`src/design/syncTxPkg.sv`:
```
// Command word views and union, special characters, CRC constants, line limit

package syncTxPkg;

   ////////////////////
   // Line limits
   ////////////////////

   // Width of the clear mask, so also the most lines a build can have
   localparam int maxLines = 4;

   ////////////////////
   // Command encodings
   ////////////////////

   // Top two bits of every command word
   typedef enum logic [1:0] {
      opChar  = 2'd0,
      opClear = 2'd1,
      opNone  = 2'd2
   } txOp;

   // What a character command puts on the line
   typedef enum logic [1:0] {
      kindData  = 2'd0,
      kindFlag  = 2'd1,
      kindAbort = 2'd2
   } txCharKind;

   // Send one character on one line
   typedef struct packed {
      txOp          op;
      logic [1:0]   chan;
      txCharKind    kind;
      logic         zbi;
      logic         pad;
      logic [7:0]   data;
   } txCharView;

   // Clear a set of lines
   typedef struct packed {
      txOp                  op;
      logic [1:0]           pad0;
      logic [maxLines-1:0]  clearMask;
      logic [7:0]           pad1;
   } txCtrlView;

   // Same 16 bits, read through whichever view op selects
   typedef union packed {
      txCharView charView;
      txCtrlView ctrlView;
   } txCommand;

   ////////////////////
   // Special characters
   ////////////////////

   localparam logic [7:0] charFlag  = 8'b0111_1110;
   localparam logic [7:0] charAbort = 8'b1111_1111;

   ////////////////////
   // CRC-CCITT
   ////////////////////

   localparam logic [15:0] crcPoly = 16'h1021;
   localparam logic [15:0] crcInit = 16'hFFFF;

endpackage

```
`src/design/usrtChanIf.sv`:
```
// Interface for one transmit line: dispatcher controls, transmitter status, CRC tap

`timescale 1ns/1ps

interface usrtChanIf;

   // Controls from the dispatcher, load and clr are one-cycle pulses
   logic       load;
   logic       abort;
   logic       flag;
   logic       zbi;
   logic [7:0] data;
   logic       clr;

   // Status and serial data from the transmitter
   logic       txd;
   logic       crcen;      // Low while a stuffed zero is on txd
   logic       empty;
   logic       sending;

   // Dispatcher side
   modport feed (
      output load, abort, flag, zbi, data, clr,
      input  empty
   );

   // Transmitter side
   modport line (
      input  load, abort, flag, zbi, data, clr,
      output txd, crcen, empty, sending
   );

   // CRC bank only watches
   modport tap (
      input txd, crcen, sending, clr
   );

endinterface

```
`src/design/txDispatch.sv`:
```
// Bit-rate strobe generator and command decoder driving the transmit lines

`timescale 1ns/1ps

module txDispatch #(
   parameter int numLines = 4,
   parameter int clkDiv   = 4
) (
   input  logic                clk,
   input  logic                rst,
   input  logic                cmdValid,
   input  syncTxPkg::txCommand cmdWord,
   output logic                bitStrobe,
   output logic                cmdReject,
   usrtChanIf.feed             lines [numLines]
);

   localparam int divW = $clog2(clkDiv);

   ////////////////////
   // Bit-rate strobe
   ////////////////////

   logic [divW-1:0] divCnt;

   // Free-running divider, restarts from zero at reset
   always_ff @(posedge clk)
   begin
      if (rst)
         divCnt <= '0;
      else if (divCnt == divW'(clkDiv - 1))
         divCnt <= '0;
      else
         divCnt <= divCnt + 1'b1;
   end

   // One clock in every clkDiv, never in the first cycle after reset
   assign bitStrobe = (divCnt == divW'(clkDiv - 1));

   ////////////////////
   // Command decode
   ////////////////////

   logic [syncTxPkg::maxLines-1:0] lineEmpty;
   logic [numLines-1:0]            loadNext;
   logic [numLines-1:0]            clrNext;
   logic                           rejectNext;
   logic                           charAccept;
   logic [numLines-1:0]            loadR;
   logic [numLines-1:0]            clrR;
   logic                           abortR;
   logic                           flagR;
   logic                           zbiR;
   logic [7:0]                     dataR;

   // Lines above numLines read as busy, so chan out of range is rejected
   assign charAccept = lineEmpty[cmdWord.charView.chan];

   always_comb
   begin
      loadNext   = '0;
      clrNext    = '0;
      rejectNext = 1'b0;
      if (cmdValid)
      begin
         // op sits in the same bits of both views
         case (cmdWord.charView.op)
            syncTxPkg::opChar:
            begin
               for (int i = 0; i < numLines; i++)
                  loadNext[i] = charAccept && (cmdWord.charView.chan == i);
               rejectNext = !charAccept;
            end
            syncTxPkg::opClear:
            begin
               // Mask bits for absent lines are dropped
               for (int i = 0; i < numLines; i++)
                  clrNext[i] = cmdWord.ctrlView.clearMask[i];
            end
            default:
            begin
               // opNone and unused codes do nothing
               rejectNext = 1'b0;
            end
         endcase
      end
   end

   // Pulses, one cycle after cmdValid
   always_ff @(posedge clk)
   begin
      if (rst)
      begin
         loadR     <= '0;
         clrR      <= '0;
         cmdReject <= 1'b0;
      end
      else
      begin
         loadR     <= loadNext;
         clrR      <= clrNext;
         cmdReject <= rejectNext;
      end
   end

   // Character controls, shared by all lines, only the loaded one looks
   always_ff @(posedge clk)
   begin
      if (|loadNext)
      begin
         abortR <= (cmdWord.charView.kind == syncTxPkg::kindAbort);
         flagR  <= (cmdWord.charView.kind == syncTxPkg::kindFlag);
         zbiR   <= cmdWord.charView.zbi;
         dataR  <= cmdWord.charView.data;
      end
   end

   ////////////////////
   // Per-line hookup
   ////////////////////

   for (genvar i = 0; i < syncTxPkg::maxLines; i++)
   begin : gLine
      if (i < numLines)
      begin : gUsed
         assign lineEmpty[i]  = lines[i].empty;
         assign lines[i].load  = loadR[i];
         assign lines[i].clr   = clrR[i];
         assign lines[i].abort = abortR;
         assign lines[i].flag  = flagR;
         assign lines[i].zbi   = zbiR;
         assign lines[i].data  = dataR;
      end
      else
      begin : gAbsent
         // Never empty, so never loaded
         assign lineEmpty[i] = 1'b0;
      end
   end

endmodule

```
`src/design/usrtTx.sv`:
```
// Unbuffered synchronous serial transmitter, LSB first, optional zero-bit insertion

`timescale 1ns/1ps

module usrtTx (
   input  logic    clk,
   input  logic    rst,
   input  logic    bitStrobe,
   usrtChanIf.line chan
);

   ////////////////////
   // State encoding
   ////////////////////

   localparam logic [1:0] stateIdle = 2'd0;
   localparam logic [1:0] stateSend = 2'd1;
   localparam logic [1:0] stateDone = 2'd2;

   logic [1:0] state;

   // Character being sent, bit 0 is on the line
   logic [7:0] shiftReg;

   // Data bits still to go, 8 at load
   logic [3:0] bitsLeft;

   // Consecutive ones sent in this character
   logic [2:0] onesCnt;

   // High while the inserted zero is on the line
   logic       stuffing;

   // Stuffing enable latched at load, flag and abort never stuff
   logic       txZbi;

   ////////////////////
   // Transmit FSM
   ////////////////////

   always_ff @(posedge clk)
   begin
      if (rst || chan.clr)
      begin
         // Clear drops the character mid-way, line goes back to idle
         state    <= stateIdle;
         shiftReg <= '0;
         bitsLeft <= '0;
         onesCnt  <= '0;
         stuffing <= 1'b0;
         txZbi    <= 1'b0;
      end
      else
      begin
         case (state)

            // Wait for a character
            stateIdle:
            begin
               if (chan.load)
               begin
                  // Abort wins over flag
                  if (chan.abort)
                  begin
                     shiftReg <= syncTxPkg::charAbort;
                     txZbi    <= 1'b0;
                  end
                  else if (chan.flag)
                  begin
                     shiftReg <= syncTxPkg::charFlag;
                     txZbi    <= 1'b0;
                  end
                  else
                  begin
                     shiftReg <= chan.data;
                     txZbi    <= chan.zbi;
                  end
                  bitsLeft <= 4'd8;
                  onesCnt  <= '0;
                  stuffing <= 1'b0;
                  state    <= stateSend;
               end
            end

            // One bit per strobe
            stateSend:
            begin
               if (bitStrobe)
               begin
                  if (stuffing)
                  begin
                     // Stuffed zero done, may also close the character
                     stuffing <= 1'b0;
                     if (bitsLeft == 4'd0)
                        state <= stateDone;
                  end
                  else
                  begin
                     shiftReg <= {1'b0, shiftReg[7:1]};
                     bitsLeft <= bitsLeft - 1'b1;
                     if (shiftReg[0])
                        onesCnt <= onesCnt + 1'b1;
                     else
                        onesCnt <= '0;
                     // Fifth one in a row just went out
                     if (txZbi && shiftReg[0] && (onesCnt == 3'd4))
                     begin
                        stuffing <= 1'b1;
                        onesCnt  <= '0;
                     end
                     else if (bitsLeft == 4'd1)
                        state <= stateDone;
                  end
               end
            end

            // One cycle gap before empty rises
            stateDone:
               state <= stateIdle;

            default:
               state <= stateIdle;

         endcase
      end
   end

   ////////////////////
   // Line outputs
   ////////////////////

   // Shift register is zero when idle, so txd idles low
   assign chan.txd     = shiftReg[0] & ~stuffing;
   assign chan.crcen   = ~stuffing;
   assign chan.sending = (state == stateSend);

   // Busy as soon as load arrives, blocks a second load in the same cycle
   assign chan.empty   = (state == stateIdle) & ~chan.load;

endmodule

```
`src/design/txCrcBank.sv`:
```
// Per-line CRC-CCITT accumulators over transmitted non-stuffed bits

`timescale 1ns/1ps

module txCrcBank #(
   parameter int numLines = 4
) (
   input  logic        clk,
   input  logic        rst,
   input  logic        bitStrobe,
   usrtChanIf.tap      lines [numLines],
   output logic [15:0] crc [numLines]
);

   ////////////////////
   // One accumulator per line
   ////////////////////

   for (genvar i = 0; i < numLines; i++)
   begin : gCrc

      logic        bitTake;
      logic        feedBack;
      logic [15:0] crcNext;

      // Bit counts only while the character is on the line and not stuffed
      assign bitTake = bitStrobe & lines[i].sending & lines[i].crcen;

      // MSB-first shift of the bits in the order they hit the wire
      assign feedBack = crc[i][15] ^ lines[i].txd;

      always_comb
      begin
         if (feedBack)
            crcNext = {crc[i][14:0], 1'b0} ^ syncTxPkg::crcPoly;
         else
            crcNext = {crc[i][14:0], 1'b0};
      end

      always_ff @(posedge clk)
      begin
         if (rst || lines[i].clr)
            crc[i] <= syncTxPkg::crcInit;
         else if (bitTake)
            crc[i] <= crcNext;
      end

   end

endmodule

```
`src/design/syncTxTop.sv`:
```
// Top level: channel interfaces, dispatcher, transmitter array and CRC bank

`timescale 1ns/1ps

module syncTxTop #(
   parameter int numLines = 4,
   parameter int clkDiv   = 4
) (
   input  logic                clk,
   input  logic                rst,
   input  logic                cmdValid,
   input  logic [15:0]         cmdWord,
   output logic                bitStrobe,
   output logic [numLines-1:0] txd,
   output logic [numLines-1:0] empty,
   output logic                cmdReject,
   output logic [15:0]         crc [numLines]
);

   ////////////////////
   // Channels
   ////////////////////

   // One bundle per line
   usrtChanIf chanIf [numLines] ();

   // Strobe and commands, plain bits become the command union here
   txDispatch #(
      .numLines (numLines),
      .clkDiv   (clkDiv)
   ) uDispatch (
      .clk       (clk),
      .rst       (rst),
      .cmdValid  (cmdValid),
      .cmdWord   (cmdWord),
      .bitStrobe (bitStrobe),
      .cmdReject (cmdReject),
      .lines     (chanIf)
   );

   ////////////////////
   // Transmitters
   ////////////////////

   for (genvar i = 0; i < numLines; i++)
   begin : gTx
      usrtTx uTx (
         .clk       (clk),
         .rst       (rst),
         .bitStrobe (bitStrobe),
         .chan      (chanIf[i])
      );

      // Serial data and status out to plain ports
      assign txd[i]   = chanIf[i].txd;
      assign empty[i] = chanIf[i].empty;
   end

   // Check values, one per line
   txCrcBank #(
      .numLines (numLines)
   ) uCrc (
      .clk       (clk),
      .rst       (rst),
      .bitStrobe (bitStrobe),
      .lines     (chanIf),
      .crc       (crc)
   );

endmodule

```
`config.mk`:
```
export PLATFORM = sky130hd
export DESIGN_NAME = syncTxTop
export DESIGN_NICKNAME = d
export VERILOG_FILES = /design/src/design/syncTxPkg.sv /design/src/design/usrtChanIf.sv /design/src/design/txDispatch.sv /design/src/design/usrtTx.sv /design/src/design/txCrcBank.sv /design/src/design/syncTxTop.sv
export SDC_FILE = /design/constraint.sdc
export NUM_CORES = 1
export LEC_CHECK = 0
export BUFFER_PORTS_ARGS = -buffer_cell sky130_fd_sc_hd__buf_2
export CAP_MARGIN = 30
export CORE_MARGIN = 1
export CORE_UTILIZATION = 30
export DETAILED_ROUTE_END_ITERATION = 8
export GPL_ROUTABILITY_DRIVEN = 0
export GPL_TIMING_DRIVEN = 1
export PLACE_DENSITY_LB_ADDON = 0.15
export SLEW_MARGIN = 30
export SYNTH_ARGS = -nofsm -noshare
export SYNTH_HDL_FRONTEND = slang
export SYNTH_HIERARCHICAL = 1
export SYNTH_SLANG_ARGS = --single-unit
```
`constraint.sdc`:
```
create_clock -name clk -period 2.8 [get_ports clk]
set_input_delay 0.42 -clock clk [delete_from_list [all_inputs] [get_ports clk]]
set_output_delay 0.42 -clock clk [all_outputs]
set_load 0.01 [all_outputs]
```
==> results of run 1 <==
power by group:
part / switching [mW] / leakage, nW / internal [mW]
Sequential: 0.0235 / 1.32 / 2.35
Clock: 0.957 / 0.294 / 1.45
Combinational: 0.115 / 1.87 / 0.0577
Total: 1.10 / 3.49 / 3.85
cells in the mapped netlist (13+ instances only):
cell / n
buf_4: 93
buf_2: 24
nor2b_1: 14
nand4_1: 40
clkbuf_1: 16
buf_6: 13
dfxtp_1: 151
o31ai_1: 32
o211ai_1: 16
nor2_1: 41
nor4_1: 25
ha_1: 21
a21oi_1: 20
inv_1: 30
nand2_1: 142
nand3_1: 84
layout make-up:
type / instances / area (um^2) / area share [%]
Clock buffer: 22 / 464 / 5.32
Clock inverter: 10 / 133 / 1.52
Inverter: 34 / 128 / 1.46
Multi-Input combinational cell: 592 / 3640 / 41.8
Sequential cell: 162 / 3350 / 38.4
Tap cell: 341 / 427 / 4.89
Timing Repair Buffer: 108 / 581 / 6.65
metrics by stage:
stage / util [%] / power [mW] / hold WS (ns) / instance area [um^2]
2_1_floorplan: - / 2.55 / 0.403 / 8160
3_3_place_gp: 30.3 / 2.60 / 0.427 / 8130
3_5_place_dp: 30.3 / 2.60 / 0.425 / 8130
4_1_cts: 32.6 / 5.03 / 0.138 / 8730
5_1_grt: 32.6 / 5.15 / 0.131 / 8730
6_report: 32.6 / 4.95 / 0.155 / 8730
layer usage:
metal	track usage, %	up-vias	part of all wire [%]
li1	-	3178	-
met1	20.6	3004	53
met2	20.3	121	43
met3	3.16	15	3.3
met4	4.83	0	1.1
met5	0	-	0
worst max path at each step:
stage	to
CTS	uDispatch/lines[0].zbi$_DFFE_PP_
detailed placement	gTx[2].uTx/shiftReg[1]$_SDFFE_PP0P_
floorplan	gTx[0].uTx/bitsLeft[3]$_SDFFE_PP0P_
finish	uDispatch/lines[0].zbi$_DFFE_PP_
global route	uDispatch/lines[0].zbi$_DFFE_PP_
global placement	gTx[2].uTx/shiftReg[2]$_SDFFE_PP0P_
flip-flops by register name (all words and copies together) (netlist names):
name	cells
uDispatch/divCnt	2
gTx.uTx/stuffing	4
uDispatch/loadR	4
gTx.uTx/state	8
uDispatch/cmdReject	1
gTx.uTx/bitsLeft	16
uDispatch/lines.data	8
uDispatch/lines.abort	1
gTx.uTx/txZbi	4
uDispatch/lines.zbi	1
uDispatch/clrR	4
gTx.uTx/shiftReg	32
uDispatch/lines.flag	1
gTx.uTx/onesCnt	12
uCrc/crc	64
worst max-delay path, stage by stage, from the launching register on:
cell and delay (ns):
dfxtp_1 0.42, nor3_1 0.49, mux4_1 0.36, and4bb_2 0.48
placed cells by master (no fill, tap or decap), types with 5 or more instances in the layout:
cell	count
and4bb_2	6
nand2b_1	8
ha_1	21
edfxtp_1	11
o211ai_1	16
nand2_1	142
o32ai_1	8
xnor2_1	8
nor2b_1	14
clkbuf_16	17
o21ai_0	12
buf_4	16
buf_2	92
nor4_1	25
a21oi_1	20
nand3_1	84
or3_1	8
nor3_1	11
nor2_1	40
inv_1	30
nand4_1	40
mux2i_1	12
o31ai_1	32
dfxtp_1	151
a32oi_1	8
and3_1	5
kinds of logic (layout without fill, tap and decap cells):
family | after synthesis | in the layout
and+or+nand+nor | 426 | 426
buffers and inverters | 184 | 174
DFF | 162 | 162
AOI/OAI and AO/OA | 120 | 120
adders and majority gates | 21 | 21
muxes | 13 | 13
xor gates and xnor gates | 12 | 12
==> results.md, run 1 <==
- Setup violators final: 0
- Slew @ Worst Pin: 0.761 ns
- WL per Instance: 15.4 um
- Element type at the critical path end: flop
- Setup crit start kind: flop
- I/O Pins: 93
- Path category of the worst min-delay check: input port to flop
- Share of the synthesized area in the top cell type: 37.0%
- Worst Skew: 0.0142 ns
- Via Count: 6318
- H-tree depth: 4
- Postcts setup bufs: 0
- Relative slew margins: 48.0%
- Area of the mapped netlist: 8160 um^2
- Period utilisation layout: 74.8%
- Row Count: 60
- Slew Limit Fails: 0
- Post-synthesis register bit count: 162
- RR Startpoint: gTx[1].uTx/state[0]$_SDFFE_PP0P_
- Horiz. Die Dim: 167 um
- Vias in the first global route: 5833
- CTS root buffer: clkbuf_16
- Post-synth EDFFs: 11
- Crit-path max FO: 11
- 1st-pass router iterations: 5
- First-pass GRT wire length: 31700 um
- Worst R2R Setup Slack: 0.71 ns
- Ys async rst share: 0%
- Initial DRC Count: 504
- Placed Cells: 1237
- Area growth syn-to-layout: 6.94%
- Mux contribution to synthesized area: 1.79%
- Net count after synthesis: 978
- Avg Inst Size Synth: 8.70 um^2
- Max Fclk: 0.477 GHz
- Initial Utilization: 30.5%
- Clock sink count: 162
- Ant diodes: 0
- Top_reg_cell synth: dfxtp_1
- Synth warnings: 6
- Hold Crit Start: cmdWord[1]
- Worst Path Required: 2.89 ns
- Fraction of the mapped netlist area in simple logic gates: 27.5%
- Hold EP: uDispatch/lines[0].data[1]$_DFFE_PP_
- Dominant cells by area after synthesis: dfxtp_1, buf_4, nand2_1
- Synth area leader: dfxtp_1
- Post-synthesis compound-gate area fraction: 10.4%
- Die footprint: 27900 um^2
- Status: finished, final reports clean
- Worst vdd ir: 0.000284 V
- Largest family of logic cells by synthesized area: simple AND/OR/NAND/NOR gates
- Sequential area share after synthesis: 41.1%
- Clk_lat worst skew: 0.43 ns
- Total negative setup slack: 0 ns
- Die H: 167 um
- CP Class: flop to flop
- CP Launch Point: gTx[1].uTx/state[0]$_SDFFE_PP0P_
- Largest net degree at the start of global routing: 28
- Final setup margin: 0.705 ns
- Count of cell types in the netlist: 50
- Final net count: 955
- Cts bufs inserted: 17
- Initial antenna violation count: 0
- Port Buffers: 92
- Post-Synthesis Cells: 938
- Core area: 26800 um^2
- Worst-path clk slew: 0.07 ns
- Max Cap Viol: 0
- DRT antenna net count: 0
- Fin. Hold Viols: 0
- XOR/XNOR share of the synthesized area: 1.66%
- Hold Buf Count CTS: 0
- Tmin final: 2.09 ns
- R2R Path End: uDispatch/lines[0].zbi$_DFFE_PP_
- Via density: 4.98
- Fillers: 2799
- Worst r2r path cells: 3
- Layout cell share with drive strength beyond 1: 18.2%
- Hpwl dp: 13000 um
- Post-CTS resize count: 0
- RSZ-0062 raised after global routing: no
- Tot GR Track Use: 14.2%
- Critical Path AT: 2.19 ns
- CTS tree: done
- DRC errors left: 0
- Finished Layout Cells: 1269
- Synth Area in Adders: 3.22%
- Hold path depth: 1
- Worst slack, placed: 0.459 ns
- GRT overflow: 0
- CTS max path bufs: 2
- Power per cell area: 567 nW/um^2
- Leak pwr: 3.49 nW
- Final WL: 19500 um
(Power assumes the default switching activity.)
==> run 2, diff against run 1 <==
- ABC_AREA: default -> 1
- clock period: 2.8 -> 2.15 ns (I/O delays scaled with it)
==> run 2 against run 1 <==
Net effect: maximum frequency rose by 11%; worst setup slack got worse by 0.44 ns; routed wire length rose by 2.2%; sequential power rose by 31%; design area rose by 3.8%.
==> results.md, run 2 <==
- Core area: 27000 um^2 (+0.56%)
- DRC errors left: 0 (unchanged)
- Setup crit start kind: flop
- CTS tree: done
- Slew Limit Fails: 0 (unchanged)
- Leak pwr: 4.00 nW (+15%)
- I/O Pins: 93 (unchanged)
- Clock sink count: 162 (unchanged)
- Final net count: 1208 (+26%)
- Sequential area share after synthesis: 40.6% (-0.47 points)
- Ys async rst share: 0% (unchanged)
- Max Cap Viol: 0 (unchanged)
- Status: finished, final reports clean
- Crit-path cells: nor2_2 > nand2_2 > inv_1 > nand3_1 > clkinv_1 > nand3_2 > nand2_1 > inv_1 > nand2_1
- Share of the synthesized area in the top cell type: 36.6% (-0.43 points)
- Worst Skew: 0.0102 ns (-0.00398 ns)
- Largest regs: uCrc/crc x64, gTx.uTx/shiftReg x32, gTx.uTx/bitsLeft x16
- Top_reg_cell synth: dfxtp_1
- WL per Instance: 13.1 um (-15%)
- Via Count: 6948 (+10%)
- Slowest CP cell: nand2_1
- Area of the mapped netlist: 8260 um^2 (+1.2%)
- Post-synth EDFFs: 11 (unchanged)
- Total negative setup slack: 0 ns (unchanged)
- Synth top cells by count: nand2_1, dfxtp_1, nor2_1
- Slew @ Worst Pin: 0.612 ns (-0.149 ns)
- Area growth syn-to-layout: 9.68%
- Metal2 WL: 8270 um (-0.49%)
- Post-synthesis register bit count: 162 (unchanged)
- Met1 WL: 10600 um (+2.6%)
- Metal3 WL: 892 um (+37%)
- Max Fclk: 0.529 GHz (+11%)
- Commonest non-fill, non-tap cell in the layout: nand2_1
- Cts bufs inserted: 17 (unchanged)
- Crit path buf inv count: 3 (+3)
- Post-synthesis compound-gate area fraction: 8.97% (-1.5 points)
- Most common cell in the netlist: nand2_1
- Tot GR Track Use: 14.4% (+0.23 points)
- Synth Area in Adders: 3.18% (-0.037 points)
- Post-CTS resize count: 0 (unchanged)
- Top sig layer: met4
- Dominant cells by area after synthesis: dfxtp_1, nand2_1, buf_4
- Fin. Hold Viols: 0 (unchanged)
- Avg Inst Size Synth: 7.10 um^2 (-18%)
- RSZ-0062 raised after global routing: no
- DRT antenna net count: 0 (unchanged)
- Net count after synthesis: 1203 (+23%)
- Row Count: 60 (unchanged)
- Die footprint: 28200 um^2 (+1.2%)
- Layout cell share with drive strength beyond 1: 15.2% (-3.0 points)
- Power per cell area: 745 nW/um^2 (+31%)
- CP delay by family, top: simple AND/OR/NAND/NOR gates
- XOR/XNOR share of the synthesized area: 0.424% (-1.2 points)
- CTS root buffer: clkbuf_16
- Path category of the worst min-delay check: input port to flop
- Synth warnings: 6 (unchanged)
- Critical Path AT: 1.95 ns (-0.24 ns)
- H-tree depth: 4 (unchanged)
- Die H: 168 um (+0.58%)
- CTS max path bufs: 2 (unchanged)
- Mux contribution to synthesized area: 0% (-1.8 points)
- Count of cell types in the netlist: 27 (-46%)
- 1st-pass router iterations: 5 (unchanged)
- Synth area leader: dfxtp_1
- Final WL: 19900 um (+2.2%)
- Postcts setup bufs: 0 (unchanged)
- Initial antenna violation count: 0 (unchanged)
- Vias in the first global route: 6342 (+8.7%)
- Hold Buf Count CTS: 0 (unchanged)
- Worst vdd ir: 0.000502 V (+77%)
- Worst-path clk slew: 0.07 ns (about the same)
- Util after Layout: 33.6% (+1.0 points)
- Crit-path max FO: 11 (unchanged)
- Period utilisation layout: 87.9% (+13 points)
- Initial Utilization: 30.6% (+0.18 points)
- Biggest register: uCrc/crc
- Tmin final: 1.89 ns (-0.205 ns)
- Setup violators final: 0 (unchanged)
- CP peak stage delay: 0.41 ns (-0.08 ns)
- Ant diodes: 0 (unchanged)
- Hpwl dp: 14100 um (+9.0%)
- GRT overflow: 0 (unchanged)
- Port Buffers: 92 (unchanged)
- Largest net degree at the start of global routing: 18 (-36%)
- Clk_lat worst skew: 0.43 ns (about the same)
- Number of flip-flops in the largest register: 64 (unchanged)
- Largest family of logic cells by synthesized area: simple AND/OR/NAND/NOR gates
- Element type at the critical path end: flop
- Worst Path Required: 2.22 ns (-0.67 ns)
- CP Class: flop to flop
- Commonest cells after routing, fill and taps aside: nand2_1, dfxtp_1, nor2_1
- Horiz. Die Dim: 168 um (+0.58%)
- Relative slew margins: 59.1% (+11 points)
- Post-Synthesis Cells: 1163 (+24%)
- First-pass GRT wire length: 32600 um (+2.8%)
- Via density: 4.57 (-8.3%)
- Fraction of the mapped netlist area in simple logic gates: 30.7% (+3.1 points)
- Initial DRC Count: 518 (+2.8%)
-- run 2: changes by cell type in the layout (fill, tap and decap cells not counted), sizes merged, moves of 14 or more --
cell,previous run,this run
nand2,142,293
nand3,88,112
o31ai,32,4
nor4,25,0
inv,35,114
nor2,41,156
nand4,40,8
o21ai,16,80
a21oi,20,56
nor2b,14,0
-- run 2: logic make-up after synthesis --
kind of cell,count (synthesis)
and+or+nand+nor,592
AOI/OAI and AO/OA,144
buffers and inverters,240
xor gates and xnor gates,4
DFF,162
adders and majority gates,21
-- run 2: per-layer routing --
| metal | vias to the layer above | global-route usage (%) |
|---|---|---|
| li1 | 3623 | - |
| met1 | 3173 | 20.7 |
| met2 | 137 | 21.5 |
| met3 | 15 | 2.94 |
| met4 | 0 | 4.19 |
| met5 | - | 0 |
-- run 2: power by group --
group          total, mW  switching [mW]  internal [mW]  leakage (nW)
Combinational      0.318           0.212          0.106          2.37
Clock               3.32            1.32           2.00         0.312
Sequential          3.11          0.0359           3.08          1.32
Total               6.75            1.57           5.18          4.00
-- run 2: path summary, 6_finish.rpt --
kind                               startpoint                                   end  slack, ns  cells after the start
max          gTx[3].uTx/state[0]$_SDFFE_PP0P_      uDispatch/lines[0].zbi$_DFFE_PP_       0.26                      9
max reg2reg  gTx[3].uTx/state[0]$_SDFFE_PP0P_      uDispatch/lines[0].zbi$_DFFE_PP_       0.26                      9
min                                cmdWord[4]  uDispatch/lines[0].data[4]$_DFFE_PP_       0.06                      1
min reg2reg    uDispatch/divCnt[0]$_SDFF_PP0_        uDispatch/divCnt[0]$_SDFF_PP0_       0.43                      1
-- run 2: worst register-to-register path, stage by stage (launching register included) --
cell      delay, ns
dfxtp_1        0.35
nor2_2         0.15
nand2_2        0.10
inv_1          0.14
nand3_1        0.13
clkinv_1       0.07
nand3_2        0.07
nand2_1        0.07
inv_1          0.04
nand2_1        0.41
-- run 2: layout make-up --
class	count	area, um^2
sequential	162	3350
fill	2930	17900
multi-input combinational	761	3570
clock buffer	18	439
tap	341	427
inverter	109	409
timing repair buffer	117	661
clock inverter	14	199
-- run 2: through the flow --
step | power (mW) | worst slack [ns] | cell area, um^2 | hold WS [ns] | std cells
after floorplan | 3.41 | 0.630 | 8260 | 0.408 | 1163
after global placement | 3.50 | 0.300 | 8420 | 0.415 | 1490
after detailed placement | 3.50 | 0.283 | 8420 | 0.427 | 1490
after CTS | 6.87 | 0.272 | 9060 | 0.0388 | 1522
after global routing | 7.02 | 0.0521 | 9060 | 0.0416 | 1522
final | 6.75 | 0.261 | 9060 | 0.0628 | 1522
